## src/logic/chroma_mc_cfg.svh

```systemverilog
// sizes and offsets shared by the chroma MC engine
// included by the package and by every module that needs a width
`ifndef CHROMA_MC_CFG_SVH
`define CHROMA_MC_CFG_SVH

// pixel depth
`define CMC_PIX_W     8

// 4x4 output block, 8x8 chroma macroblock
`define CMC_BLK       4
`define CMC_MB_SIDE   8

// search window and macroblock origin inside it
`define CMC_SW_W      64
`define CMC_SW_H      64
`define CMC_SR_HOR    16
`define CMC_SR_VER    16

// motion vectors in eighth chroma pixels
`define CMC_MV_W      8
`define CMC_MV_FRAC   3

// pixels returned per memory read
`define CMC_RD_PIX    8

`endif

```

## src/logic/chroma_mc_pkg.sv

```systemverilog
// types shared across the chroma MC engine
// compile ahead of the RTL modules, which import it
`include "chroma_mc_cfg.svh"

package chroma_mc_pkg;

  // macroblock partition, sets the quadrant to vector mapping
  typedef enum logic [1:0] {
    MB_16X16 = 2'd0,
    MB_16X8  = 2'd1,
    MB_8X16  = 2'd2,
    MB_8X8   = 2'd3
  } mb_type_e;

  typedef logic [`CMC_PIX_W-1:0] pix_t;

  // integer pel and eighth-pel parts of one vector component
  typedef struct packed {
    logic signed [`CMC_MV_W-`CMC_MV_FRAC-1:0] int_p;
    logic        [`CMC_MV_FRAC-1:0]           frac;
  } mv_fields_t;

  // the same word seen as a plain signed value or split into fields
  typedef union packed {
    logic signed [`CMC_MV_W-1:0] val;
    mv_fields_t                  f;
  } mv_comp_u;

  typedef struct packed {
    mv_comp_u y;
    mv_comp_u x;
  } mv_t;

  // search window read address, comp 0 is Cb and 1 is Cr
  typedef struct packed {
    logic [$clog2(`CMC_SW_W)-1:0] x;
    logic [$clog2(`CMC_SW_H)-1:0] y;
    logic                         comp;
  } rd_req_t;

  // two vertically adjacent reference rows plus the block fraction
  typedef struct packed {
    pix_t [`CMC_BLK:0]        top;
    pix_t [`CMC_BLK:0]        bot;
    logic [`CMC_MV_FRAC-1:0]  frac_x;
    logic [`CMC_MV_FRAC-1:0]  frac_y;
  } row_pair_t;

  typedef struct packed {
    pix_t [`CMC_BLK-1:0] pix;
  } pix_row_t;

  // 8x8 block, pixel (x,y) sits at index y*8+x
  typedef pix_t [`CMC_MB_SIDE*`CMC_MB_SIDE-1:0] blk_word_t;

endpackage

```

## src/logic/chroma_blk_seq.sv

```systemverilog
// block sequencer of the chroma MC engine
// walks Cb then Cr, four quadrants each, five reference rows per quadrant,
// and keeps one search-window read pending until it is acknowledged
`timescale 1ns/1ns
`include "chroma_mc_cfg.svh"

module chroma_blk_seq (
  input  logic                       clk_i,
  input  logic                       rst_n_i,
  input  logic                       launch_i,
  input  chroma_mc_pkg::mb_type_e    mb_type_i,
  output logic [1:0]                 mv_addr_o,
  input  chroma_mc_pkg::mv_t         mv_i,
  input  logic                       rd_ack_i,
  output logic                       rd_en_o,
  output chroma_mc_pkg::rd_req_t     rd_req_o,
  output logic [`CMC_MV_FRAC-1:0]    frac_x_o,
  output logic [`CMC_MV_FRAC-1:0]    frac_y_o
);

  import chroma_mc_pkg::*;

  localparam int VW = `CMC_MV_W;
  localparam int XW = $clog2(`CMC_SW_W);
  localparam int YW = $clog2(`CMC_SW_H);

  typedef enum logic {
    S_IDLE,
    S_RUN
  } state_e;

  state_e        state_q;
  mb_type_e      mb_type_q;
  logic          comp_q;
  logic [1:0]    quad_q;
  logic [2:0]    row_q;
  logic          last_row;
  logic          last_quad;
  logic          row_done;
  logic [VW-1:0] pos_x;
  logic [VW-1:0] pos_y;

  assign rd_en_o   = (state_q == S_RUN);
  assign row_done  = rd_en_o && rd_ack_i;
  assign last_row  = (row_q == 3'(`CMC_BLK));
  assign last_quad = (quad_q == 2'd3);

  // ************************************************************************
  // control FSM and macroblock type
  // ************************************************************************

  always_ff @(posedge clk_i or negedge rst_n_i) begin
    if (!rst_n_i) begin
      state_q   <= S_IDLE;
      mb_type_q <= MB_16X16;
    end else begin
      case (state_q)
        S_IDLE: begin
          if (launch_i) begin
            state_q   <= S_RUN;
            mb_type_q <= mb_type_i;
          end
        end
        S_RUN: begin
          // Cr, last quadrant, last row acknowledged
          if (row_done && last_row && last_quad && comp_q) begin
            state_q <= S_IDLE;
          end
        end
        default: state_q <= S_IDLE;
      endcase
    end
  end

  // row, quadrant and component counters all wrap back to zero
  // on the 40th acknowledge
  always_ff @(posedge clk_i or negedge rst_n_i) begin
    if (!rst_n_i) begin
      comp_q <= 1'b0;
      quad_q <= 2'd0;
      row_q  <= 3'd0;
    end else if (row_done) begin
      if (last_row) begin
        row_q  <= 3'd0;
        quad_q <= quad_q + 2'd1;
        if (last_quad) begin
          comp_q <= ~comp_q;
        end
      end else begin
        row_q <= row_q + 3'd1;
      end
    end
  end

  // ************************************************************************
  // vector index and read address
  // ************************************************************************

  always_comb begin
    case (mb_type_q)
      MB_16X16: mv_addr_o = 2'd0;
      MB_16X8:  mv_addr_o = {1'b0, quad_q[1]};
      MB_8X16:  mv_addr_o = {1'b0, quad_q[0]};
      default:  mv_addr_o = quad_q;
    endcase
  end

  // window origin + quadrant origin + integer vector (+ row for y)
  assign pos_x = VW'(`CMC_SR_HOR) + VW'({quad_q[0], 2'b00}) + VW'(mv_i.x.f.int_p);
  assign pos_y = VW'(`CMC_SR_VER) + VW'({quad_q[1], 2'b00}) + VW'(mv_i.y.f.int_p)
               + VW'(row_q);

  assign rd_req_o.x    = pos_x[XW-1:0];
  assign rd_req_o.y    = pos_y[YW-1:0];
  assign rd_req_o.comp = comp_q;

  // fraction of the block being fetched, sampled by the row loader
  assign frac_x_o = mv_i.x.f.frac;
  assign frac_y_o = mv_i.y.f.frac;

endmodule

```

## src/logic/chroma_ref_rows.sv

```systemverilog
// reference row loader
// keeps the low five pixels of every returned row and, from the second
// row of a block on, hands the previous and current rows to the filter
`timescale 1ns/1ns
`include "chroma_mc_cfg.svh"

module chroma_ref_rows (
  input  logic                                  clk_i,
  input  logic                                  rst_n_i,
  input  logic                                  rd_ack_i,
  input  chroma_mc_pkg::pix_t [`CMC_RD_PIX-1:0] rd_data_i,
  input  logic [`CMC_MV_FRAC-1:0]               frac_x_i,
  input  logic [`CMC_MV_FRAC-1:0]               frac_y_i,
  output logic                                  pair_v_o,
  output chroma_mc_pkg::row_pair_t              pair_o
);

  import chroma_mc_pkg::*;

  logic [2:0]        row_cnt_q;
  logic              pair_ld;
  pix_t [`CMC_BLK:0] cur_row;
  pix_t [`CMC_BLK:0] prev_q;

  // memory returns pixels from the requested x upward
  assign cur_row = rd_data_i[`CMC_BLK:0];
  assign pair_ld = rd_ack_i && (row_cnt_q != 3'd0);

  // acknowledges modulo five
  always_ff @(posedge clk_i or negedge rst_n_i) begin
    if (!rst_n_i) begin
      row_cnt_q <= 3'd0;
      pair_v_o  <= 1'b0;
    end else begin
      pair_v_o <= pair_ld;
      if (rd_ack_i) begin
        if (row_cnt_q == 3'(`CMC_BLK)) begin
          row_cnt_q <= 3'd0;
        end else begin
          row_cnt_q <= row_cnt_q + 3'd1;
        end
      end
    end
  end

  always_ff @(posedge clk_i) begin
    if (rd_ack_i) begin
      prev_q <= cur_row;
    end
  end

  // rows 1 to 4 close a pair with the row before
  always_ff @(posedge clk_i) begin
    if (pair_ld) begin
      pair_o.top    <= prev_q;
      pair_o.bot    <= cur_row;
      pair_o.frac_x <= frac_x_i;
      pair_o.frac_y <= frac_y_i;
    end
  end

endmodule

```

## src/logic/chroma_bilinear.sv

```systemverilog
// eighth-pel bilinear chroma filter, two pipeline stages
// one row pair in, four filtered pixels out two cycles later
`timescale 1ns/1ns
`include "chroma_mc_cfg.svh"

module chroma_bilinear (
  input  logic                      clk_i,
  input  logic                      rst_n_i,
  input  logic                      pair_v_i,
  input  chroma_mc_pkg::row_pair_t  pair_i,
  output logic                      row_v_o,
  output chroma_mc_pkg::pix_row_t   row_o
);

  import chroma_mc_pkg::*;

  localparam int PW = `CMC_PIX_W;
  localparam int MW = 2 * PW;
  localparam int SH = 2 * `CMC_MV_FRAC;
  localparam int NP = `CMC_BLK;

  logic [MW-1:0]                fdx;
  logic [MW-1:0]                fdy;
  logic [MW-1:0]                cdx;
  logic [MW-1:0]                cdy;
  logic [3:0][MW-1:0]           wt;
  logic [NP-1:0][3:0][MW-1:0]   prod_q;
  logic                         prod_v_q;
  logic [NP-1:0][MW-1:0]        sum;

  // weights A..D, they always add up to 64
  assign fdx   = MW'(pair_i.frac_x);
  assign fdy   = MW'(pair_i.frac_y);
  assign cdx   = MW'(1 << `CMC_MV_FRAC) - fdx;
  assign cdy   = MW'(1 << `CMC_MV_FRAC) - fdy;
  assign wt[0] = cdx * cdy;
  assign wt[1] = fdx * cdy;
  assign wt[2] = cdx * fdy;
  assign wt[3] = fdx * fdy;

  // ************************************************************************
  // stage 1: weighted taps
  // ************************************************************************

  always_ff @(posedge clk_i) begin
    if (pair_v_i) begin
      for (int i = 0; i < NP; i++) begin
        prod_q[i][0] <= MW'(pair_i.top[i]) * wt[0];
        prod_q[i][1] <= MW'(pair_i.top[i + 1]) * wt[1];
        prod_q[i][2] <= MW'(pair_i.bot[i]) * wt[2];
        prod_q[i][3] <= MW'(pair_i.bot[i + 1]) * wt[3];
      end
    end
  end

  // ************************************************************************
  // stage 2: sum, round, scale back by 64
  // ************************************************************************

  always_comb begin
    for (int i = 0; i < NP; i++) begin
      sum[i] = prod_q[i][0] + prod_q[i][1] + prod_q[i][2] + prod_q[i][3]
             + MW'(1 << (SH - 1));
    end
  end

  always_ff @(posedge clk_i) begin
    if (prod_v_q) begin
      for (int i = 0; i < NP; i++) begin
        row_o.pix[i] <= sum[i][SH +: PW];
      end
    end
  end

  always_ff @(posedge clk_i or negedge rst_n_i) begin
    if (!rst_n_i) begin
      prod_v_q <= 1'b0;
      row_v_o  <= 1'b0;
    end else begin
      prod_v_q <= pair_v_i;
      row_v_o  <= prod_v_q;
    end
  end

endmodule

```

## src/logic/chroma_out_buf.sv

```systemverilog
// output buffer, assembles sixteen filtered rows into one 8x8 word
// and writes it once per component, Cb first, end of macroblock with Cr
`timescale 1ns/1ns
`include "chroma_mc_cfg.svh"

module chroma_out_buf (
  input  logic                      clk_i,
  input  logic                      rst_n_i,
  input  logic                      row_v_i,
  input  chroma_mc_pkg::pix_row_t   row_i,
  output logic                      wr_en_o,
  output logic                      wr_addr_o,
  output chroma_mc_pkg::blk_word_t  wr_data_o,
  output logic                      end_mb_o
);

  import chroma_mc_pkg::*;

  logic [3:0] row_cnt_q;
  logic       comp_q;
  logic       last_row;
  logic [2:0] dst_y;
  logic [2:0] dst_x;
  blk_word_t  buf_q;

  // counter is {quadrant, row}, quadrant bit 0 picks the x half
  assign dst_y    = {row_cnt_q[3], row_cnt_q[1:0]};
  assign dst_x    = {row_cnt_q[2], 2'b00};
  assign last_row = row_v_i && (row_cnt_q == 4'hf);

  always_ff @(posedge clk_i) begin
    if (row_v_i) begin
      for (int i = 0; i < `CMC_BLK; i++) begin
        buf_q[{dst_y, dst_x + 3'(i)}] <= row_i.pix[i];
      end
    end
  end

  // ************************************************************************
  // row count, write strobes, component toggle
  // ************************************************************************

  always_ff @(posedge clk_i or negedge rst_n_i) begin
    if (!rst_n_i) begin
      row_cnt_q <= 4'd0;
      comp_q    <= 1'b0;
      wr_en_o   <= 1'b0;
      end_mb_o  <= 1'b0;
    end else begin
      wr_en_o  <= last_row;
      end_mb_o <= last_row && comp_q;
      if (row_v_i) begin
        row_cnt_q <= row_cnt_q + 4'd1;
      end
      // flip only after the write has gone out
      if (wr_en_o) begin
        comp_q <= ~comp_q;
      end
    end
  end

  assign wr_addr_o = comp_q;
  assign wr_data_o = buf_q;

endmodule

```

## src/logic/chroma_mc_top.sv

```systemverilog
// chroma motion compensation top level
// sequencer, row loader, bilinear filter and output buffer in a chain,
// one macroblock per launch pulse
`timescale 1ns/1ns
`include "chroma_mc_cfg.svh"

module chroma_mc_top (
  input  logic                                  clk_i,
  input  logic                                  rst_n_i,
  input  logic                                  launch_i,
  input  chroma_mc_pkg::mb_type_e               mb_type_i,
  output logic [1:0]                            mv_addr_o,
  input  chroma_mc_pkg::mv_t                    mv_i,
  output logic                                  rd_en_o,
  output chroma_mc_pkg::rd_req_t                rd_req_o,
  input  logic                                  rd_ack_i,
  input  chroma_mc_pkg::pix_t [`CMC_RD_PIX-1:0] rd_data_i,
  output logic                                  wr_en_o,
  output logic                                  wr_addr_o,
  output chroma_mc_pkg::blk_word_t              wr_data_o,
  output logic                                  end_mb_o
);

  import chroma_mc_pkg::*;

  logic [`CMC_MV_FRAC-1:0] frac_x;
  logic [`CMC_MV_FRAC-1:0] frac_y;
  logic                    pair_v;
  row_pair_t               pair;
  logic                    row_v;
  pix_row_t                row;

  chroma_blk_seq chroma_blk_seq_inst (
    .clk_i     (clk_i),
    .rst_n_i   (rst_n_i),
    .launch_i  (launch_i),
    .mb_type_i (mb_type_i),
    .mv_addr_o (mv_addr_o),
    .mv_i      (mv_i),
    .rd_ack_i  (rd_ack_i),
    .rd_en_o   (rd_en_o),
    .rd_req_o  (rd_req_o),
    .frac_x_o  (frac_x),
    .frac_y_o  (frac_y)
  );

  chroma_ref_rows chroma_ref_rows_inst (
    .clk_i     (clk_i),
    .rst_n_i   (rst_n_i),
    .rd_ack_i  (rd_ack_i),
    .rd_data_i (rd_data_i),
    .frac_x_i  (frac_x),
    .frac_y_i  (frac_y),
    .pair_v_o  (pair_v),
    .pair_o    (pair)
  );

  chroma_bilinear chroma_bilinear_inst (
    .clk_i    (clk_i),
    .rst_n_i  (rst_n_i),
    .pair_v_i (pair_v),
    .pair_i   (pair),
    .row_v_o  (row_v),
    .row_o    (row)
  );

  chroma_out_buf chroma_out_buf_inst (
    .clk_i     (clk_i),
    .rst_n_i   (rst_n_i),
    .row_v_i   (row_v),
    .row_i     (row),
    .wr_en_o   (wr_en_o),
    .wr_addr_o (wr_addr_o),
    .wr_data_o (wr_data_o),
    .end_mb_o  (end_mb_o)
  );

endmodule

```

## config.mk

```make
export PLATFORM = sky130hd
export DESIGN_NAME = chroma_mc_top
export DESIGN_NICKNAME = d
export VERILOG_FILES = /design/src/logic/chroma_mc_pkg.sv /design/src/logic/chroma_blk_seq.sv /design/src/logic/chroma_ref_rows.sv /design/src/logic/chroma_bilinear.sv /design/src/logic/chroma_out_buf.sv /design/src/logic/chroma_mc_top.sv
export VERILOG_INCLUDE_DIRS = /design/src /design/src/logic
export SDC_FILE = /design/constraint.sdc
export NUM_CORES = 2
export LEC_CHECK = 0
export ABC_AREA = 1
export BUFFER_PORTS_ARGS = -buffer_cell sky130_fd_sc_hd__buf_4
export CAP_MARGIN = 20
export CORE_MARGIN = 1
export CORE_UTILIZATION = 55
export DETAILED_ROUTE_END_ITERATION = 16
export GPL_TIMING_DRIVEN = 0
export PLACE_DENSITY = 0.75
export SYNTH_ARGS = -nofsm -noshare
export SYNTH_HDL_FRONTEND = slang
export SYNTH_SLANG_ARGS = --single-unit
```

## constraint.sdc

```tcl
create_clock -name clk_i -period 8.51 [get_ports clk_i]
set_clock_uncertainty 0.2 [all_clocks]
set_input_delay 0 -clock clk_i [delete_from_list [all_inputs] [get_ports clk_i]]
set_output_delay 0 -clock clk_i [all_outputs]
set_load 0.02 [all_outputs]
```

==> reports/metrics.yaml <==
status: "finished clean"
placeableCoreArea_sq_um: 113000
path_class: "reg -> reg"
clockBufferDepth: 3
grt_pass1_wl_mm: 263
cts_buffers: 93
required_ns: 8.66
rows: 123
max_freq_ghz: 0.122
start_util_pct: 55.7
slowest_delay_ns: 0.56
gr-total-overflow: 0
die_w_um: 340
finalSetupViolCount: 0
cts_htree_levels: 3
start_kind: "register"
tritoncts: "yes"
cts_sinks: 910
synth-edff-count: 888
avgSynthCellArea_sq_um: 10.8
vias: 43900
grt_pass1_vias: 43900
syn_area_sq_um: 62900
yosysUniqueCellTypes: 46
antenna_found_initial: 2
io_buffers: 590
worst_slew_pin_slew_ns: 1.20
rsz0062_at_grt: "no"
period_needed_ns: 8.20
n_antenna_cell: 0
area_growth_pct: 18.0
cts-root-buf: "clkbuf_16"
cp.arrival_ns: 8.35
ant_nets: 0
critPathMostFrequentCell: "inv_1"
ys_ff_latch: 910
gp_congestion: 0.959
path_clk_slew_ns: 0.06
drt_wl_total_mm: 174
period_share_pct: 96.3
mostFrequentLayoutCell: "inv_1"
route.detailed.drc: 0
synth.area.top_cells: "edfxtp_1 42%, fa_1 19%, ha_1 12%, inv_1 7.7%, nand2_1 5.7%"
async_flop_share_pct: 2.42
nNetsFinal: 7930
wl_per_cell_um: 21.2
die_area_sq_um: 116000
synth_ff_type: "edfxtp_1"
synth.top_cell.area_share_pct: 42.4
holdWs_ns: 0.00432
dpl.hpwl_mm: 136
grtUsageTotal_pct: 30.4
finalHoldViolations: 0
ios: 617
slew_violations: 0
end_kind: "register"
ys_seq_area_share_pct: 43.3
grt_max_degree: 72
maxCapViolations: 0
clk_latency_ns: 0.69
fill_cells: 8594
die_h_um: 340
hold_path.class: "in -> out"
drtIter0Drc: 3916
crit_fanout: 10
synth_top_area_cell: "edfxtp_1"
first_pass_iters: 6
cpMaxStageDelayCell: "fa_1"
synthCells: 5824
drive_gt1_share_pct: 12.6
synth_fp_nets: 7107
ys_warn_count: 0
timing.slew.headroom_pct: 20.3
via_per_inst: 5.34
final_cell_mix: "1290 x inv_1, 947 x nand2_1, 888 x edfxtp_1"
cell families after synthesis:
group,after synthesis,synth area share [%]
AOI/OAI and AO/OA,355,3.25
xor gates and xnor gates,227,3.17
adders and majority gates,1197,31.1
buffers and inverters,1436,8.62
DFF,910,43.3
muxes,2,0.0358
and+or+nand+nor,1697,10.6
final timing paths:
kind                                                       from                               end  slack, ns  cells past startpoint
worst max-delay path             chroma_ref_rows_inst.pair_o[4]  chroma_bilinear_inst.prod_q[205]       0.31                     30
worst min-delay path                                    mv_i[3]                       rd_req_o[7]      0.004                      2
worst max register to register   chroma_ref_rows_inst.pair_o[4]  chroma_bilinear_inst.prod_q[205]       0.31                     30
worst min register to register  chroma_ref_rows_inst.prev_q[11]   chroma_ref_rows_inst.pair_o[57]       0.21                      0
max in group asynchronous                               rst_n_i  chroma_out_buf_inst.row_cnt_q[3]       7.80                      4
min in group asynchronous                               rst_n_i       chroma_blk_seq_inst.rd_en_o       0.13                      4
metrics by stage:
stage / instances / TNS (ns) / area [sq um] / util [%] / worst slack [ns]
finish: 8222 / 0 / 74200 / 65.7 / 0.315
global route: 8222 / 0 / 74200 / 65.7 / 0.0188
CTS: 8216 / 0 / 74100 / 65.6 / 0.0153
detailed placement: 7938 / -5.88 / 69800 / 61.8 / -0.764
global placement: 7914 / -283.39 / 69200 / 61.3 / -3.22
floorplan: 5824 / 0 / 62900 / - / 0.866
synthesized netlist by cell type, types with 2 or more instances:
cell type	instances
clkbuf_1	122
nor2_1	587
clkinv_1	2
fa_1	607
nor3_1	30
nand2_4	2
a21oi_1	178
o21a_1	4
buf_4	4
o2111ai_1	25
o21ai_0	82
xor2_1	125
inv_2	4
buf_1	3
a21oi_2	2
buf_2	2
o21bai_1	14
ha_1	590
edfxtp_1	888
nand3_2	8
o21ai_1	2
a31oi_1	12
o221ai_1	8
nand2_1	947
nand4_1	10
xnor2_1	101
mux2_2	2
a21boi_0	5
nand2_2	4
dfrtp_1	22
nand3b_1	5
or2_2	5
o31ai_1	12
a221oi_1	3
inv_1	1293
nand3_1	94
a21o_1	7
clkbuf_2	5
layout make-up:
cell class / count / area, sq um / share of cell area, %
Multi-Input combinational cell: 3478 / 30400 / 41.0
Sequential cell: 910 / 27200 / 36.7
Timing Repair Buffer: 730 / 6070 / 8.18
Inverter: 1299 / 4890 / 6.58
Clock buffer: 107 / 2400 / 3.23
Tap cell: 1500 / 1880 / 2.53
Clock inverter: 63 / 795 / 1.07
Buffer: 135 / 556 / 0.748
registers in the layout (all words and copies together) (netlist names):
signal                          cells
chroma_ref_rows_inst.row_cnt_q      3
chroma_out_buf_inst.end_mb_o        1
chroma_ref_rows_inst.pair_v_o       1
chroma_out_buf_inst.row_cnt_q       4
chroma_out_buf_inst.wr_addr_o       1
chroma_ref_rows_inst.prev_q        40
chroma_blk_seq_inst.mb_type_q       2
chroma_blk_seq_inst.comp_q          1
chroma_bilinear_inst.prod_v_q       1
chroma_bilinear_inst.prod_q       218
chroma_bilinear_inst.row_v_o        1
chroma_ref_rows_inst.pair_o        86
chroma_out_buf_inst.wr_en_o         1
chroma_bilinear_inst.row_o         32
chroma_blk_seq_inst.rd_en_o         1
chroma_out_buf_inst.wr_data_o     512
chroma_blk_seq_inst.quad_q          2
chroma_blk_seq_inst.row_q           3
worst max-delay path, delay by kind of cell, from the launching register on:
family / cells / cell delay (ns)
AO/OA/AOI/OAI: 3 / 0.69
buffers and inverters: 7 / 0.77
AND/OR/NAND/NOR: 9 / 1.52
flip-flops: 1 / 0.44
adder cells (fa/ha/maj): 11 / 4.25
layer usage:
metal	part of all wire [%]	track usage, %
met5	0.012	0
met4	4.3	12.0
met3	9.6	6.91
met2	47	49.3
met1	39	39.9
timing repair:
action | in CTS | in global routing
hold buffers | 107 | 0
setup endpoints to repair | 20 | 35
pin swaps | 1 | 0
hold endpoints to repair | 162 | 0
gates resized for setup | 5 | 20
setup buffers | 1 | 7
Power is left out: the tool's default activity adds up to more than one toggle a clock period on the data nets, which glitch-free logic cannot reach.
